===== config.mk =====
export PLATFORM = sky130hd
export DESIGN_NAME = video_timer
export DESIGN_NICKNAME = d
export VERILOG_FILES = /design/src/verilog/video_pkg.sv /design/src/verilog/video_timer.sv
export SDC_FILE = /design/constraint.sdc
export NUM_CORES = 1
export LEC_CHECK = 0
export BUFFER_PORTS_ARGS = -buffer_cell sky130_fd_sc_hd__buf_4
export CAP_MARGIN = 15
export CORE_UTILIZATION = 47
export CTS_CLUSTER_DIAMETER = 30
export DETAILED_ROUTE_END_ITERATION = 7
export PLACE_DENSITY = 0.84
export SETUP_SLACK_MARGIN = 0.3
export SLEW_MARGIN = 25
export SYNTH_ARGS = -nofsm -noshare
export SYNTH_HDL_FRONTEND = slang
export SYNTH_SLANG_ARGS = --single-unit

===== constraint.sdc =====
create_clock -name clk -period 1.78 [get_ports clk]
set_clock_uncertainty 0.2 [all_clocks]
set_input_delay 0.534 -clock clk [delete_from_list [all_inputs] [get_ports clk]]
set_output_delay 0.534 -clock clk [all_outputs]
set_load 0.01 [all_outputs]

===== src/verilog/video_pkg.sv =====
/*
 * Video subsystem shared definitions
 * Raster geometry, tile map layout, palette size and the packed
 * structs passed between timer, fetcher, line buffer and mixer
 */
package video_pkg;

    // Horizontal geometry in pixel enables
    localparam int H_TOTAL  = 96;
    localparam int H_VIS    = 64;
    localparam int HS_START = 72;
    localparam int HS_LEN   = 8;

    // Vertical geometry in lines
    localparam int V_TOTAL  = 40;
    localparam int V_VIS    = 32;
    localparam int VS_START = 34;
    localparam int VS_LEN   = 2;

    // Tile map and palette
    localparam int MAP_COLS    = 8;
    localparam int PAL_ENTRIES = 256;

    // Raster counters and timing strobes
    typedef struct packed {
        logic [6:0] hdump;
        logic [5:0] vdump;
        logic       lhbl;   // high while visible
        logic       lvbl;   // high while visible
        logic       hs;
        logic       vs;
        logic       hinit;
    } raster_t;

    // Colour 0 is transparent
    typedef struct packed {
        logic [3:0] pal;
        logic [3:0] col;
    } pixel_t;

    typedef struct packed {
        logic [3:0]  pal;
        logic [11:0] code;
    } map_word_t;

    // Addr 0..255 palette, 256 control register
    typedef struct packed {
        logic        we;
        logic [8:0]  addr;
        logic [15:0] data;
    } cpu_wr_t;

    typedef struct packed {
        logic [7:0] red;
        logic [7:0] green;
        logic [7:0] blue;
    } rgb_t;

endpackage


===== src/verilog/video_timer.sv =====
/*
 * Video timer
 * Pixel clock enable at half the clock rate, raster counters,
 * blanking, sync and the line start strobe
 */
`timescale 1ns/1ns

module video_timer import video_pkg::*; (
    input  logic    clk,
    input  logic    arst_n,
    output logic    pxl_cen,
    output raster_t raster
);

    logic [6:0] h_next;
    logic [5:0] v_next;

    // Counter values after the coming pixel enable
    always_comb begin
        h_next = raster.hdump + 7'd1;
        v_next = raster.vdump;
        if (raster.hdump == 7'(H_TOTAL - 1)) begin
            h_next = '0;
            if (raster.vdump == 6'(V_TOTAL - 1)) begin
                v_next = '0;
            end else begin
                v_next = raster.vdump + 6'd1;
            end
        end
    end

    always_ff @(posedge clk or negedge arst_n) begin
        if (!arst_n) begin
            pxl_cen      <= 1'b0;
            raster.hdump <= '0;
            raster.vdump <= 6'(V_VIS);
            raster.lhbl  <= 1'b0;
            raster.lvbl  <= 1'b0;
            raster.hs    <= 1'b0;
            raster.vs    <= 1'b0;
            raster.hinit <= 1'b0;
        end else begin
            pxl_cen <= ~pxl_cen;
            // Pulse lines up with the enable that sees hdump at 0
            raster.hinit <= ~pxl_cen && (raster.hdump == '0);
            if (pxl_cen) begin
                raster.hdump <= h_next;
                raster.vdump <= v_next;
                raster.lhbl  <= h_next < 7'(H_VIS);
                raster.lvbl  <= v_next < 6'(V_VIS);
                raster.hs    <= (h_next >= 7'(HS_START)) &&
                                (h_next < 7'(HS_START + HS_LEN));
                raster.vs    <= (v_next >= 6'(VS_START)) &&
                                (v_next < 6'(VS_START + VS_LEN));
            end
        end
    end

endmodule


== After elaboration in Yosys (flattened, before gate mapping) ==
Index checks and enable logic that the tools add are counted.
Word-level totals
  register bits: 19
  input bits: 2
  output and inout bits: 19
  word-level logic and storage cells: 26
Operators by class
  $add $sub $neg: 2
  magnitude comparators: 6
  eq/ne operators: 2
  mux-type cells: 3
  bitwise operators: 1
  reduce and logical (&&, ||, !) cells: 4
Operators with widths (count)
  $lt 7x7->1 const B: 2
  $lt 6x6->1 const B: 2
  $mux 6: 2
  $add 7x1->7 const B: 1
  $eq 7x7->1 const B: 1
  $ge 7x7->1 const B: 1
  $logic_not 7->1: 1
  $mux 7: 1
  $add 6x1->6 const B: 1
  $eq 6x6->1 const B: 1
  $ge 6x6->1 const B: 1
  $logic_and 1x1->1: 3
  $not 1->1: 1

== Depth between registers and ports, before layout ==
  depth in word-level cells: 5
  gate-level depth with buffers: 8

== Worst setup path after synthesis ==
OpenSTA, ideal clock, no wires.
  path type: reg-to-reg
  start: register raster[11] (netlist name)
  end: register raster[6] (netlist name)
  library setup time: 0.125 ns
  arrival time: 1.656 ns
  data required time: 1.455 ns
  slack: -0.200 ns
  cell stages (with the launch flop): 8
  buffers on the path: 2
  period minus slack after synthesis: 1.980 ns
  path through: dfrtp_1 -> ha_1 -> and4_1 -> buf_4 -> and2_4 -> buf_6 -> nand2_2 -> mux2_2
On the way
  cells in the longest elaborated chain, start to end: 2
RTL lines
  start: declaration: line video_timer.sv:12  | output raster_t raster
  $eq 7x7->1: line video_timer.sv:22  | if (raster.hdump == 7'(H_TOTAL - 1)) begin
  $mux 6: line video_timer.sv:22
No other way between the ends.
A chain may end at the register's enable or synchronous reset.

== Worst setup path after layout ==
  start: register raster[7] (netlist name)
  end: output raster[7] (netlist name)
No word-level cell between the ends.

==> qor.txt <==
status = complete, but fails checks
failing checks = negative setup slack
minimum clock period = 1.80 ns
Power, Total = 677 uW
number of remaining DRC errors = 0
Layout area overhead = 67.9%
Overflow after GRT = 0
Seq pwr share = 0.638
Clock power frac = 0.344
Net Sw Frac = 0.229
HP Start = raster[3]
Int Pwr = 522 uW
first-pass GRT wire length = 5640 um
Leakage = 0.000834 uW
largest net degree at the start of global routing = 20
RR Startpoint = raster[12]
RSZ-0062 raised after global routing = yes
CTS Root Cell = clkbuf_4
area share of the largest cell type after synthesis = 0.443
Worst-Margin Slew = 0.352 ns
buffers added on ports = 20
Synth Register Bits = 19
Final #Nets = 165
die area = 0.00235 mm^2
Warnings, synthesis = 0
htree depth = 1
prevailing post-synth register cell = dfrtp_1
drt pass-1 iters = 4
CTS clk-pin slew, worst paths = 0.11 ns
Setup WS pre-CTS = -0.0866 ns
gr usage total = 0.322
endpoints failing hold = 0
worst-skew pair later-pin latency = 0.31 ns
antenna viol nets, final = 0
Distinct cells, synth = 37
cell taking the most area after synthesis = dfrtp_1
Num CTS Buffers = 3
Syn Inst Count = 101
Worst Path Arrival = 1.07 ns
Max Cap Viol = 0
mapped cell area = 0.00102 mm^2
Initial Util = 0.507
synth top area cells = dfrtp_1 44%, ha_1 3.7%, nand2_1 3.7%
initial antenna violation count = 0
register area share after synthesis = 0.469
# IOs = 21
CTS tree = yes
gpl congestion = 0.877
WP data required = 1.05 ns
Max Freq = 556 MHz
pwr/cell area = 397 mW/mm^2
sw power = 155 uW
Min Hold Slack = 0.325 ns
Worst IR Drop VDD = 0.000456 V
Combinational Power Share = 0.018
Setup-failing EPs final = 5
worst path bufs/invs = 1
worst setup path startpoint = raster[7]
Synth Net Count = 106
Vias/cell = 6.47
vias in the first global route = 1,110
Mapped Avg Cell Area = 10.1 um^2
number of flops mapped to enable cells by yosys = 0
hold path depth = 1
Critical Path Start Type = flip-flop
critical-path cell list = buf_4
crit end category = primary output
max_slew headroom = 0.766
worst hold path class = flip-flop to flip-flop
max-slew violation count = 0
wirelength, routed = 4250 um
die height = 48.5 um
Avg WL per Cell = 22.8 um
Core Area = 0.00200 mm^2
worst reg2reg path depth = 6
HPWL Detailed = 1820 um
max incr delay on CP = 0.57 ns
Top delay family on crit path = flip-flops
setup TNS = -0.0694 ns
Worst Path Max Fanout = 9
ratio of cells with drive above 1 in the final layout = 0.560
via count = 1,204
slowest CP cell = dfrtp_1
Worst Setup Slack, final = -0.0192 ns
row count = 16
asr flop ratio synth = 1.00
final cycle utilization of the critical path = 1.01
Clock Tree Buf Depth = 2
n_diodes = 0
drt first-iter violations = 57
Crit Path Class = flip-flop to primary output
stages on the worst setup path = 1
CTS sink cnt = 19
die width = 48.5 um
==> area by class of cell <==
cell class,count,area [um^2]
flip-flops and latches,19,478
clock buffers,4,26.3
fillers,88,297
inverters,5,18.8
well taps,27,33.8
repair buffers,60,547
multi-input cells,71,602
==> through the flow <==
stage               area [um^2]  instances   util
floorplan                  1070        101      -
global placement           1340        159  0.671
detailed placement         1340        159  0.671
CTS                        1610        178  0.804
global route               1710        186  0.852
finish                     1710        186  0.852
==> flip-flops by register name, indices dropped and copies added, names as in the netlist <==
| name | count |
|---|---|
| raster | 18 |
| pxl_cen | 1 |
==> power groups by stage <==
stage	sequential [uW]	clock, uW	combinational [uW]
after floorplan	440	0	0.000248
after global placement	440	0	10.1
after detailed placement	440	0	10.7
after CTS	432	225	12.0
after global routing	432	246	13.8
final	432	233	12.2
==> layout by cell type, fill, tap and decap left out, types with 4 or more instances in the layout <==
| cell type | n |
|---|---|
| inv_1 | 5 |
| a211oi_2 | 4 |
| buf_6 | 25 |
| nand4_1 | 4 |
| dfrtp_1 | 17 |
| buf_4 | 34 |
| nand2_1 | 8 |
==> cell families after synthesis <==
kind of cell	count (synthesis)	share of synthesized area
mux	4	0.0431
xor+xnor	4	0.0345
fa+ha+maj	3	0.0369
buf+inv	11	0.0530
flops	19	0.469
simple gates	35	0.192
compound gates	25	0.171
==> cell usage after synthesis (all sizes together) (3+ instances only) <==
master and number:
nand4 4, nor3 3, a21o 3, nand3 5
ha 3, inv 5, nand2 11, mux2 3
o21ai 8, clkbuf 4, a211oi 4, xnor2 3
nor2b 3, dfrtp 18
==> routing by layer <==
metal	vias to the layer above	GRT usage	share of wire
li1	478	-	-
met1	595	0.404	0.39
met2	95	0.514	0.46
met3	36	0.0818	0.075
met4	0	0.162	0.078
met5	-	0	0
==> timing repair <==
action	4_1_cts	5_1_grt
hold endpoints to repair	18	0
resized for setup	37	8
setup endpoints to repair	33	33
buffers inserted	14	8
pin swaps	10	2
hold buffers	1	0
==> path summary, 6_finish.rpt <==
kind	to	slack (ns)
setup / recovery	raster[7]	-0.02
hold / removal	raster[3]	0.32
setup reg to reg	raster[8]	-0.02
hold reg to reg	raster[3]	0.32
max in group asynchronous	raster[10]	0.63
min in group asynchronous	raster[0]	0.48
Note: power is estimated with default switching activity, not from simulation.
