`src/verilog/video_pkg.sv`:
```
/*
 * Video subsystem shared definitions
 * Raster geometry, tile map layout, palette size and the packed
 * structs passed between timer, fetcher, line buffer and mixer
 */
package video_pkg;

    // Horizontal geometry in pixel enables
    localparam int H_TOTAL  = 96;
    localparam int H_VIS    = 64;
    localparam int HS_START = 72;
    localparam int HS_LEN   = 8;

    // Vertical geometry in lines
    localparam int V_TOTAL  = 40;
    localparam int V_VIS    = 32;
    localparam int VS_START = 34;
    localparam int VS_LEN   = 2;

    // Tile map and palette
    localparam int MAP_COLS    = 8;
    localparam int PAL_ENTRIES = 256;

    // Raster counters and timing strobes
    typedef struct packed {
        logic [6:0] hdump;
        logic [5:0] vdump;
        logic       lhbl;   // high while visible
        logic       lvbl;   // high while visible
        logic       hs;
        logic       vs;
        logic       hinit;
    } raster_t;

    // Colour 0 is transparent
    typedef struct packed {
        logic [3:0] pal;
        logic [3:0] col;
    } pixel_t;

    typedef struct packed {
        logic [3:0]  pal;
        logic [11:0] code;
    } map_word_t;

    // Addr 0..255 palette, 256 control register
    typedef struct packed {
        logic        we;
        logic [8:0]  addr;
        logic [15:0] data;
    } cpu_wr_t;

    typedef struct packed {
        logic [7:0] red;
        logic [7:0] green;
        logic [7:0] blue;
    } rgb_t;

endpackage

```
`src/verilog/line_buffer.sv`:
```
/*
 * Double-banked line buffer
 * The fetcher fills one bank while the display reads the other,
 * banks swap with the parity of the current line
 */
`timescale 1ns/1ns

module line_buffer import video_pkg::*; (
    input  logic       clk,
    input  logic       wr_en,
    input  logic [5:0] wr_x,
    input  pixel_t     wr_pixel,
    input  logic [5:0] rd_x,
    input  logic       vdump_lsb,
    output pixel_t     rd_pixel
);

    pixel_t mem [2][H_VIS];

    logic wr_bank;
    logic rd_bank;

    // Display bank follows the line, fetch goes to the other one
    assign rd_bank = vdump_lsb;
    assign wr_bank = ~vdump_lsb;

    always_ff @(posedge clk) begin
        if (wr_en) begin
            mem[wr_bank][wr_x] <= wr_pixel;
        end
    end

    // One clock read latency
    always_ff @(posedge clk) begin
        rd_pixel <= mem[rd_bank][rd_x];
    end

endmodule

```
`config.mk`:
```
export PLATFORM = sky130hd
export DESIGN_NAME = line_buffer
export DESIGN_NICKNAME = d
export VERILOG_FILES = /design/src/verilog/video_pkg.sv /design/src/verilog/line_buffer.sv
export SDC_FILE = /design/constraint.sdc
export NUM_CORES = 1
export LEC_CHECK = 0
export BUFFER_PORTS_ARGS = -buffer_cell sky130_fd_sc_hd__buf_2
export CORE_MARGIN = 2
export CORE_UTILIZATION = 24
export CTS_CLUSTER_DIAMETER = 100
export DETAILED_ROUTE_END_ITERATION = 16
export GPL_TIMING_DRIVEN = 0
export PLACE_DENSITY_LB_ADDON = 0.2
export SYNTH_ARGS = -nofsm -noshare
export SYNTH_HDL_FRONTEND = slang
export SYNTH_SLANG_ARGS = --single-unit
export TNS_END_PERCENT = 5
```
`constraint.sdc`:
```
create_clock -name clk -period 5.1 [get_ports clk]
set_input_delay 0.51 -clock clk [delete_from_list [all_inputs] [get_ports clk]]
set_output_delay 0.51 -clock clk [all_outputs]
set_load 0.005 [all_outputs]
```
; ---- Word-level counts from Yosys, hierarchy flattened
; Memory sizes are Yosys's and may differ from the RTL's.
; Index checks and enable logic that the tools add are counted.
[totals]
latch_bits = 0
ff_bits = 8
mem_count = 1
rom_bits = 0
input_bits = 23
ram_bits = 1024
[mem_list]
columns = name, depth, width, read_ports, rd_clocked_by_memory_dff, wr, line
row1 = mem, 2, 512, 1, 0, 1, line_buffer.sv:18  ; pixel_t mem [2][H_VIS];
[op_classes]
n_lt_le_gt_ge = 3
reduce_logical = 1
n_bitwise = 3
n_shift = 0
eq_ne = 0
mul = 0
mux = 7
n_div = 0
n_addsub = 0
[ops]
columns = cell, n
row1 = 512-bit two-way mux, 1
row2 = 8-bit binary-select mux with 6-bit select, 1
row3 = 8-bit demux with 6-bit select, 1
row4 = 8-bit two-way mux, 3
row5 = 7-bit >= comparator (second input constant), 2
row6 = 6-bit inverter with 7-bit output, 2
row7 = 7-bit by 1-bit less-than comparator with 1-bit output (second input constant), 1
row8 = 1-bit logical AND, 1
row9 = 1-bit two-way mux, 1
row10 = 1-bit inverter, 1

; ---- Depth between registers and ports, before layout
[depth]
word_depth = 6
depth_mapped = 7
ltp_nobuf = 4

; ---- Worst setup path before layout
; OpenSTA, ideal clock, no wires.
[synth_path]
path_type = input to register
start = input port vdump_lsb
end = register rd_pixel[2] (netlist bit)
arrival_time_ns = 2.934
cell_stages = 6
required_ns = 4.979
setup_slack_ns = 2.045
path_cell_list = buf_2 -> buf_1 -> mux4_2 -> mux4_2 -> mux4_2 -> mux2_2
[synth_via]
elab_chain_cells = 4
[synth_lines]
columns = element, line
row1 = start: declaration, line_buffer.sv:14  ; input logic vdump_lsb,
row2 = memory 2 x 512 bit, n/a
row3 = 8-bit binary-select mux with 6-bit select, line_buffer.sv:35  ; rd_pixel <= mem[rd_bank][rd_x];
row4 = 8-bit two-way mux (implied by the code) (2 in series), line_buffer.sv:35
row5 = end signal: assignment, line_buffer.sv:35
row6 = end: declaration, line_buffer.sv:15  ; output pixel_t rd_pixel
; No other way between the ends. The select of a mux whose other input is x is not followed.

; ---- Worst setup path after layout
[layout_path]
start = input port vdump_lsb
end = memory mem[0][505] (netlist bit) (enable)
[layout_via]
elab_chain_cells = 1
[layout_lines]
columns = element, line
row1 = 1-bit inverter, line_buffer.sv:25  ; assign wr_bank = ~vdump_lsb;
row2 = end: declaration, line_buffer.sv:18
; No other way between the ends.

==> results.toml <==
[outcome]
outcome = "complete, no violations"

[die]
design.core.area_um2 = 164600
fp-row-count = 149
fp.dieW_um = 410.7
io_pins = 31
start_util_pct = 24.11
die_height_um = 410.7
dieArea_um2 = 168700

[clocking]
cts_hold_buf = 0
postCtsSetupBuffers = 0
cts_num_sinks = 1032
cts-resized-gates = 0
cts_root_buf = "clkbuf_16"
clk_path_buf_depth = 3
clk_pin_slew_worst_paths_ns = 0.06
h-tree-depth = 3
clock_latency_ns = 0.72
cts_buffers = 112
cts_tree = "yes"

[routing]
ant_nets = 0
vias = 17900
wl_per_cell_um = 26.97
drc = 0
viasPerCell = 4.395
wirelength_um = 109800
detail_route.iter0.violations = 1966
dr.pass1.iters = 6

[global_route]
grt_pass1_vias = 18950
grt_max_degree = 109
gr-total-overflow = 0
antenna_found_initial = 17
grt.total_usage_pct = 12.97
grt_pass1_wl_um = 151500

[pwr]
clock_power_share_pct = 43.5
p_switching_uw = 3945
ir_worst_vdd_mv = 0.2738
netSwitchingFraction_pct = 21.50
combPwrFrac_pct = 5.3
power_uw = 18350
power.density_nw_per_um2 = 395.0
share_seq_of_total_power_pct = 51.1
leakage_uw = 0.01378
internal_power_uw = 14410

[run]
drv_cap = 0

[logic_synthesis]
ys_ff_latch = 1032
yosysMostFrequentCell = "edfxtp_1"
synth_ff_type = "edfxtp_1"
yosys_warnings = 0
yosysSeqAreaShare_pct = 77.87
syn_avg_cell_area_um2 = 24.16
synth_area_um2 = 39700
synth_edf_count = 1024
synth_top_area_cell = "edfxtp_1"
synthDistinctLibCells = 20
synth_commonest_cells = "edfxtp_1, mux4_2, nor2_1"
netlist_instances = 1643
synth_nets = 1666
synth_area_leaders = "edfxtp_1, mux4_2, nor2_1"
synth.top_cell.area_share_pct = 77.46
async_reset_ff_share_pct = 0

[setup_path]
critical_path_class = "primary input to flip-flop"
arrival_ns = 4.00
cp_data_required_time_ns = 5.42
start_kind = "primary input"
critical_path.max_stage_delay_ns = 0.98
path_cells = "buf_2 > buf_6 > buf_2 > clkbuf_1 > nand3_1 > nor2_1"
endpoint_kind = "flip-flop"
cpMostUsedCell = "buf_2"
cp_slowest_cell = "nor2_1"
worstPathMaxFanout = 10

[final_layout]
layout-drive-gt1-share_pct = 30.02
layout.area.seq_um2 = 30910
syn_to_final_growth_pct = 17.02
fin_nets = 1809
multi_input_area_um2 = 8392
num-fill-cells = 16020

[timing]
hold_viol = 0
tns_ns = 0
drv_slew = 0
slew-limit-headroom_pct = 8.866
fin_worst_skew_ns = 0.02310
worst_slew_pin_slew_ns = 1.367
hold_slack_ns = 0.1506
rsz0062_at_grt = "false"
fmaxAchievable_ghz = 0.2721
setup_viol = 0
fin_crit_sh_pct = 72.07
fin_crit_ns = 3.676

[hold_path]
hp-class = "primary input to flip-flop"

[place]
portBuffers = 20
hpwl_um = 74770
routabilityCongestion = 0.8015
per-stage QoR:
stage | setup WS [ns] | cells | utilization, % | area (um2)
floorplan | 2.046 | 1643 | - | 39700
global placement | 0.8135 | 3852 | 25.84 | 42530
detailed placement | 0.7868 | 3861 | 26.01 | 42810
CTS | 1.563 | 4068 | 28.21 | 46440
global route | 1.423 | 4068 | 28.21 | 46440
finish | 1.424 | 4073 | 28.22 | 46450
power by group through the flow:
stage	Clock (uW)	Sequential (uW)	Combinational, uW
after CTS	8210	9390	1000
after floorplan	0	9560	474
after global placement	0	9580	959
after detailed placement	0	9560	999
final	7990	9390	975
after global routing	8530	9380	1030
flip-flops by register name, summed over array words and instances (netlist names):
name,count
rd_pixel,8
mem,1024
per-layer routing:
layer	GRT usage [%]	up-vias	part of all wire [%]
met5	0	-	0.039
met4	3.049	8	2.1
met2	21.34	485	49
met3	3.234	145	6.7
li1	-	7363	-
met1	17.21	9898	42
critical path, delay by kind of cell:
kind / cells / cell delay, ns
buffers and inverters: 4 / 1.57
AND/OR/NAND/NOR: 2 / 1.87
cell families (layout without fill, tap and decap cells):
kind of cell  count (synthesis)  after routing  share of synthesized area, %
buf+inv                      92            328                         1.018
flops                      1032           1032                         77.87
mux                         344            344                         19.29
other cells                   0              5                             0
simple gates                175            175                         1.825
placed cells by master (no fill, tap or decap), drive strengths merged:
cell	instances
nand3	11
mux2	8
nand2b	1
bufinv	10
nor2b	5
clkinvlp	6
clkbuf	175
nor3	3
nand3b	4
clkinv	49
or3	1
inv	11
or3b	2
dfxtp	8
buf	77
diode	5
mux4	336
edfxtp	1024
nand4	3
nor2	130
nand2	15
final timing paths:
check / startpoint / endpoint / slack, ns / depth (start not counted)
worst max-delay path: vdump_lsb / mem[0][505]$_DFFE_PP_ / 1.42 / 6
worst min-delay path: wr_pixel[1] / mem[1][209]$_DFFE_PP_ / 0.15 / 1
worst max register to register: mem[1][130]$_DFFE_PP_ / rd_pixel[2]$_DFF_P_ / 2.52 / 4
worst min register to register: mem[0][99]$_DFFE_PP_ / rd_pixel[3]$_DFF_P_ / 1.20 / 4
area by class of cell:
class,count,area share (%)
Antenna cell,5,0.02693
Buffer,87,0.8296
Clock buffer,136,6.456
Clock inverter,71,1.358
Inverter,5,0.04040
Multi-Input combinational cell,519,18.07
Sequential cell,1032,66.54
Tap cell,2189,5.896
Timing Repair Buffer,29,0.7892
Note: power is estimated with default switching activity, not from simulation.
