===== src/verilog/video_pkg.sv =====
/*
 * Video subsystem shared definitions
 * Raster geometry, tile map layout, palette size and the packed
 * structs passed between timer, fetcher, line buffer and mixer
 */
package video_pkg;

    // Horizontal geometry in pixel enables
    localparam int H_TOTAL  = 96;
    localparam int H_VIS    = 64;
    localparam int HS_START = 72;
    localparam int HS_LEN   = 8;

    // Vertical geometry in lines
    localparam int V_TOTAL  = 40;
    localparam int V_VIS    = 32;
    localparam int VS_START = 34;
    localparam int VS_LEN   = 2;

    // Tile map and palette
    localparam int MAP_COLS    = 8;
    localparam int PAL_ENTRIES = 256;

    // Raster counters and timing strobes
    typedef struct packed {
        logic [6:0] hdump;
        logic [5:0] vdump;
        logic       lhbl;   // high while visible
        logic       lvbl;   // high while visible
        logic       hs;
        logic       vs;
        logic       hinit;
    } raster_t;

    // Colour 0 is transparent
    typedef struct packed {
        logic [3:0] pal;
        logic [3:0] col;
    } pixel_t;

    typedef struct packed {
        logic [3:0]  pal;
        logic [11:0] code;
    } map_word_t;

    // Addr 0..255 palette, 256 control register
    typedef struct packed {
        logic        we;
        logic [8:0]  addr;
        logic [15:0] data;
    } cpu_wr_t;

    typedef struct packed {
        logic [7:0] red;
        logic [7:0] green;
        logic [7:0] blue;
    } rgb_t;

endpackage


===== src/verilog/tile_fetch.sv =====
/*
 * Tile fetcher
 * On each line start reads eight map words and their graphics rows
 * for the next line and writes the pixels into the line buffer
 */
`timescale 1ns/1ns

module tile_fetch import video_pkg::*; (
    input  logic        clk,
    input  logic        arst_n,
    input  logic        pxl_cen,
    input  raster_t     raster,
    output logic        ram_cs,
    output logic [4:0]  ram_addr,
    input  map_word_t   ram_data,
    input  logic        ram_ok,
    output logic        rom_cs,
    output logic [14:0] rom_addr,
    input  logic [31:0] rom_data,
    input  logic        rom_ok,
    output logic        wr_en,
    output logic [5:0]  wr_x,
    output pixel_t      wr_pixel
);

    typedef enum logic [1:0] {
        IDLE,
        MAP_RD,
        ROM_RD,
        PIX_WR
    } state_t;

    state_t      state;
    logic [4:0]  line;
    logic [2:0]  tile_col;
    logic [2:0]  pix_cnt;
    logic [3:0]  pal_bank;
    logic [11:0] code;
    logic [31:0] gfx_sr;
    logic [5:0]  next_v;

    // Line being prepared, wraps with the frame
    assign next_v = (raster.vdump == 6'(V_TOTAL - 1)) ? 6'd0 : raster.vdump + 6'd1;

    always_ff @(posedge clk or negedge arst_n) begin
        if (!arst_n) begin
            state    <= IDLE;
            line     <= '0;
            tile_col <= '0;
            pix_cnt  <= '0;
        end else if (pxl_cen && raster.hinit) begin
            // A late fetch is dropped here and starts over
            line     <= next_v[4:0];
            tile_col <= '0;
            state    <= (next_v < 6'(V_VIS)) ? MAP_RD : IDLE;
        end else begin
            case (state)
                MAP_RD: begin
                    if (ram_ok) begin
                        state <= ROM_RD;
                    end
                end
                ROM_RD: begin
                    if (rom_ok) begin
                        pix_cnt <= '0;
                        state   <= PIX_WR;
                    end
                end
                PIX_WR: begin
                    pix_cnt <= pix_cnt + 3'd1;
                    if (pix_cnt == 3'd7) begin
                        if (tile_col == 3'(MAP_COLS - 1)) begin
                            state <= IDLE;
                        end else begin
                            tile_col <= tile_col + 3'd1;
                            state    <= MAP_RD;
                        end
                    end
                end
                default: begin
                    state <= IDLE;
                end
            endcase
        end
    end

    // Tile attributes and graphics row
    always_ff @(posedge clk) begin
        if (state == MAP_RD && ram_ok) begin
            pal_bank <= ram_data.pal;
            code     <= ram_data.code;
        end
        if (state == ROM_RD && rom_ok) begin
            gfx_sr <= rom_data;
        end else if (state == PIX_WR) begin
            gfx_sr <= gfx_sr << 4;
        end
    end

    // Addresses only change on state transitions, so they hold under cs
    assign ram_cs   = (state == MAP_RD);
    assign ram_addr = {line[4:3], tile_col};
    assign rom_cs   = (state == ROM_RD);
    assign rom_addr = {code, line[2:0]};

    // Leftmost pixel sits in the top nibble
    assign wr_en        = (state == PIX_WR);
    assign wr_x         = {tile_col, pix_cnt};
    assign wr_pixel.pal = pal_bank;
    assign wr_pixel.col = gfx_sr[31:28];

endmodule


===== config.mk =====
export PLATFORM = sky130hd
export DESIGN_NAME = tile_fetch
export DESIGN_NICKNAME = d
export VERILOG_FILES = /design/src/verilog/video_pkg.sv /design/src/verilog/tile_fetch.sv
export SDC_FILE = /design/constraint.sdc
export NUM_CORES = 1
export LEC_CHECK = 0
export BUFFER_PORTS_ARGS = -buffer_cell sky130_fd_sc_hd__buf_2
export CAP_MARGIN = 10
export CORE_MARGIN = 4
export CORE_UTILIZATION = 40
export CTS_CLUSTER_DIAMETER = 200
export CTS_CLUSTER_SIZE = 12
export DETAILED_ROUTE_END_ITERATION = 16
export PLACE_DENSITY = 0.68
export SLEW_MARGIN = 20
export SYNTH_ARGS = -nofsm -noshare
export SYNTH_HDL_FRONTEND = slang
export SYNTH_SLANG_ARGS = --single-unit

===== constraint.sdc =====
create_clock -name clk -period 5 [get_ports clk]
set_clock_uncertainty 0.1 [all_clocks]
set_input_delay 0.75 -clock clk [delete_from_list [all_inputs] [get_ports clk]]
set_output_delay 0.75 -clock clk [all_outputs]
set_load 0.05 [all_outputs]

# Word-level counts from Yosys, hierarchy flattened
# Index checks and enable logic that the tools add are counted.
[word_totals]
ff_bits = 61
word_cells = 49
output_inout_bits = 37
inputBits = 71
[classes]
reduce_logical = 10
bitwise = 1
magnitude_cmp = 1
eq_ne = 11
addsub = 3
n_mux = 16
[op_table]
columns = ["op", "n"]
rows = [
  ["$mux 32", 2],
  ["$mux 3", 5],
  ["$ne 3x1->1 const B", 3],
  ["$reduce_and 3->1", 3],
  ["$mux 2", 4],
  ["$reduce_bool 2->1", 4],
  ["$add 3x1->3 const B", 2],
  ["$add 6x1->6 const B", 1],
  ["$eq 3x3->1 const B", 2],
  ["$eq 6x6->1 const B", 1],
  ["$lt 6x6->1 const B", 1],
  ["$mux 6", 1],
  ["$pmux 2 s3", 1],
  ["$pmux 3 s2", 1],
  ["$eq 2x2->1 const B", 2],
  ["$logic_and 1x1->1", 3],
  ["$eq 2x1->1 const B", 1],
  ["$mux 1", 2],
  ["$ne 2x1->1 const B", 1],
  ["$ne 2x2->1 const B", 1],
  ["$not 1->1", 1],
]

# Logic depth before layout (Yosys ltp)
[logic_depth]
word_depth = 5
depth_mapped = 7
ltp_nobuf = 6

# Worst setup path before layout
# OpenSTA, ideal clock, no wires.
[synth_path]
kind = "register -> register"
startpoint = "reg state[0]"
endpoint = "reg gfx_sr[0], enable pin"
path_slack_ns = 2.314
path_stages_with_launch = 8
required_ns = 4.511
period_less_slack_ns = 2.686
arrival_ns = 2.196
setup_time_ns = 0.389
n_path_buf = 3
cell_sequence = "dfrtp_1 -> inv_1 -> ha_1 -> buf_8 -> nand2_2 -> buf_6 -> buf_6 -> nand2_1"
[synth_between]
elab_chain_len = 3
word_cells_on_any_way = 4
classes_between = "eq/ne (2); reduce/logical (2)"
[synth_lines]
columns = ["item", "line_no", "text"]
rows = [
  ["start: declaration", "tile_fetch.sv:33", "state_t state;"],
  ["start signal: assignment", "tile_fetch.sv:55", "state <= (next_v < 6'(V_VIS)) ? MAP_RD : IDLE;"],
  ["$eq 2x2->1", "-", ""],
  ["named net rom_cs", "tile_fetch.sv:17", "output logic rom_cs,"],
  ["$logic_and 1x1->1", "tile_fetch.sv:93", "if (state == ROM_RD && rom_ok) begin"],
  ["$reduce_bool 2->1 (no source line)", "-", ""],
  ["end signal: assignment", "tile_fetch.sv:94", "gfx_sr <= rom_data;"],
  ["end signal: assignment", "tile_fetch.sv:96", "gfx_sr <= gfx_sr << 4;"],
  ["end: declaration", "tile_fetch.sv:39", "logic [31:0] gfx_sr;"],
]
# The timed path passes the listed nets, and every way through them passes these cells.
# A chain may end at the register's enable or synchronous reset.

# Worst setup path in the final report
[layout_path]
startpoint = "reg state[0]"
endpoint = "reg gfx_sr[6], enable pin"
[layout_between]
elab_chain_len = 3
word_cells_on_any_way = 4
classes_between = "eq/ne (2); reduce/logical (2)"
[layout_lines]
columns = ["item", "line_no"]
rows = [
  ["$eq 2x2->1", "tile_fetch.sv:93"],
  ["$logic_and 1x1->1", "tile_fetch.sv:93"],
  ["$reduce_bool 2->1 (no source line) (*)", "-"],
]
# Mark *: on every way between the ends. The rest lies on a longest branch, timed or not.

==> impl_metrics.py <==
metrics = {
    "global_route": {
        "grt_pass1_wl_mm": 7.38,
        "grt_remaining_overflow": 0,
        "antenna_found_initial": 0,
        "grt_use_total": 0.116,
        "first_global_vias": 1599,
        "grt_max_degree": 33,
    },
    "synthesis": {
        "synth.mux.area_fraction": 0.149,
        "postSynthNetCount": 252,
        "yosysWarningCount": 0,
        "synth_top_cell_area_share": 0.522,
        "synthXorXnorAreaFrac": 0.0159,
        "syn-cell-area_um2": 2760,
        "adder_cell_area_share_of_the_yosys_netlist": 0.0363,
        "seq_area_frac_synth": 0.640,
        "share_of_synthesized_cell_area_in_and_or_nand_and_nor_gates": 0.0639,
        "netlist_instances": 173,
        "synthesis.area_per_instance_um2": 15.9,
        "synth-seq-cells": 61,
        "yosys-top-cells-area": "sky130_fd_sc_hd__edfxtp_1, sky130_fd_sc_hd__dfrtp_1, sky130_fd_sc_hd__mux2_2",
        "dominant_combinational_cell_family_by_area_after_synthesis": "multiplexers",
        "synthesized_area_fraction_occupied_by_ao_oa_aoi_and_oai_cells": 0.0422,
        "netlist.top_cell.by_area": "sky130_fd_sc_hd__edfxtp_1",
        "ys_types": 33,
    },
    "clocking": {
        "cts.hold.buffers_added": 0,
        "clock_sink_count": 61,
        "ctsResizeCount": 0,
        "cts-root-buf": "sky130_fd_sc_hd__clkbuf_8",
        "longest_clk_path_bufs": 2,
        "cts_buffers": 9,
        "clkTransAtPathRegs_ns": 0.07,
        "cts_setup_buffers": 0,
        "clkLatencyLatePin_ns": 0.34,
        "clock_tree_from_tritoncts": "done",
        "cts_max_level": 3,
    },
    "route": {
        "antenna_violating_nets_post_route": 0,
        "drt_via_density": 4.75,
        "drt_first_iter_violations": 68,
        "route.vias.total": 1673,
        "drt_first_pass_iters": 4,
        "detail_route.drc_violations": 0,
        "wire_per_inst_um": 13.7,
        "drt-total-wl_mm": 4.81,
    },
    "floorplan": {
        "die_height_um": 91.1,
        "effective_utilization_at_floorplan": 0.408,
        "core_area_um2": 6760,
        "die_area_um2": 8290,
        "fp.dieW_um": 91.1,
        "placementRows": 30,
        "floorplan.io_pins": 108,
    },
    "setup_path": {
        "critical_path.reg2reg.startpoint": "state[0]",
        "reg2reg_depth": 5,
        "cp-start-kind": "flip-flop",
        "endpoint_kind": "flip-flop",
        "worstSetupPathType": "reg2reg",
        "origin_of_the_worst_setup_path": "state[0]",
        "worstPathRequired_ns": 4.89,
        "worst_ep_arrival_time_ns": 2.42,
        "crit-reg2reg-capture": "gfx_sr[6]",
        "worst-path-max-fanout": 32,
        "worst_r2r_setup_slack_ns": 2.47,
    },
    "timing": {
        "timing.fmax_ghz": 0.396,
        "finalSetupViolCount": 0,
        "worstMarginPinSlew_ns": 0.748,
        "final_hold_violation_count": 0,
        "fin_crit_sh": 0.506,
        "timing.final.max_slew_violations": 0,
        "timing.slew.headroom": 0.500,
        "setup_total_negative_slack_ns": 0,
        "period_needed_ns": 2.53,
        "grt_setup_unrepaired": "false",
        "final_critical_path_setup_slack_ns": 2.47,
    },
    "final_layout": {
        "ff_latch_area_um2": 1770,
        "antenna_cells_inserted": 0,
        "final_cell_mix": "sky130_fd_sc_hd__buf_2, sky130_fd_sc_hd__edfxtp_1, sky130_fd_sc_hd__mux2_2",
        "synthToLayoutAreaGrowth_pct": 24.4,
        "postLayoutCellArea_um2": 3430,
        "drive_above_1_share": 0.544,
        "num-fill-cells": 604,
        "nets": 346,
        "mostFrequentLayoutCell": "sky130_fd_sc_hd__buf_2",
        "area_occupied_by_multi_input_gates_um2": 848,
    },
    "run_status": {
        "run_status": "complete, no violations",
    },
    "placement": {
        "place_ws_ns": 2.38,
        "place.detailed.hpwl_mm": 3.41,
        "postPlaceCellArea_um2": 3220,
        "gp_congestion": 0.688,
        "io_buffers": 96,
    },
    "power": {
        "power.static_leakage_nw": 1.54,
        "pwr_density_cell_nw_per_um2": 575,
        "worst_ir_drop_vdd_mv": 0.280,
    },
    "hold_path": {
        "hold_wc_path_type": "in2async",
    },
    "run": {
        "drv.max_cap_violation_count": 0,
    },
}
[critical path, stage by stage (launching register included)]
cell and delay, ns:
sky130_fd_sc_hd__dfrtp_1 0.43, sky130_fd_sc_hd__inv_1 0.08, sky130_fd_sc_hd__ha_1 0.42, sky130_fd_sc_hd__nand2_2 0.54, sky130_fd_sc_hd__nand2_1 0.21, sky130_fd_sc_hd__buf_4 0.39
[registers in the layout, indices dropped and copies added, names as in the netlist]
signal	flops
pal_bank	4
tile_col	3
gfx_sr	32
pix_cnt	3
code	12
state	2
line	5
[Yosys cell counts, drive strengths merged]
cell type	n
edfxtp	48
mux2	30
buf	14
dfrtp	13
nand2	11
ha	8
and3	7
a21oi	6
inv	4
mux2i	4
nand3	3
o21ai	3
xnor2	3
and2	2
nand4	2
nor2	2
o211ai	2
o31ai	2
xor2	2
a211oi	1
a22oi	1
and4b	1
nand2b	1
nand4b	1
nor2b	1
o221ai	1
[per-layer routing]
metal | up-vias | track usage | wire (um)
li1 | 831 | - | -
met4 | 0 | 0.0716 | 64
met2 | 63 | 0.178 | 2280
met5 | - | 0 | 0
met1 | 772 | 0.138 | 2060
met3 | 7 | 0.0398 | 414
[layout make-up]
cell class | count | area share
clock buffers | 10 | 0.0372
inverters | 4 | 0.00437
well taps | 80 | 0.0292
clock inverters | 6 | 0.0255
repair buffers | 97 | 0.142
flip-flops and latches | 61 | 0.515
multi-input cells | 94 | 0.247
[worst max-delay path by stage]
stage                             to  slack, ns  cells past startpoint
after floorplan            gfx_sr[0]       2.31                      7
after global placement    gfx_sr[25]       2.41                      5
after detailed placement  gfx_sr[25]       2.38                      5
after CTS                 gfx_sr[30]       2.37                      5
after global routing       gfx_sr[2]       2.25                      5
final                      gfx_sr[6]       2.47                      5
[where the power goes]
part | internal (mW) | switching [mW] | leakage (nW)
sequential | 0.757 | 0.0511 | 0.612
combinational | 0.246 | 0.449 | 0.826
clock | 0.280 | 0.191 | 0.0985
[metrics by stage]
| step | std cells | utilization | total power [mW] | hold slack, ns |
|---|---|---|---|---|
| floorplan | 173 | - | 1.40 | 0.354 |
| global placement | 336 | 0.476 | 1.51 | 0.363 |
| detailed placement | 336 | 0.476 | 1.53 | 0.361 |
| CTS | 352 | 0.508 | 2.01 | 0.185 |
| global route | 352 | 0.508 | 2.08 | 0.202 |
| finish | 352 | 0.508 | 1.97 | 0.192 |
[logic make-up after synthesis]
| kind of cell | count (synthesis) |
|---|---|
| AND/OR/NAND/NOR | 31 |
| buffers and inverters | 18 |
| XOR/XNOR | 5 |
| flip-flops | 61 |
| multiplexers | 34 |
| AO/OA/AOI/OAI | 16 |
| adder cells (fa/ha/maj) | 8 |
Note: power is estimated with default switching activity, not from simulation.
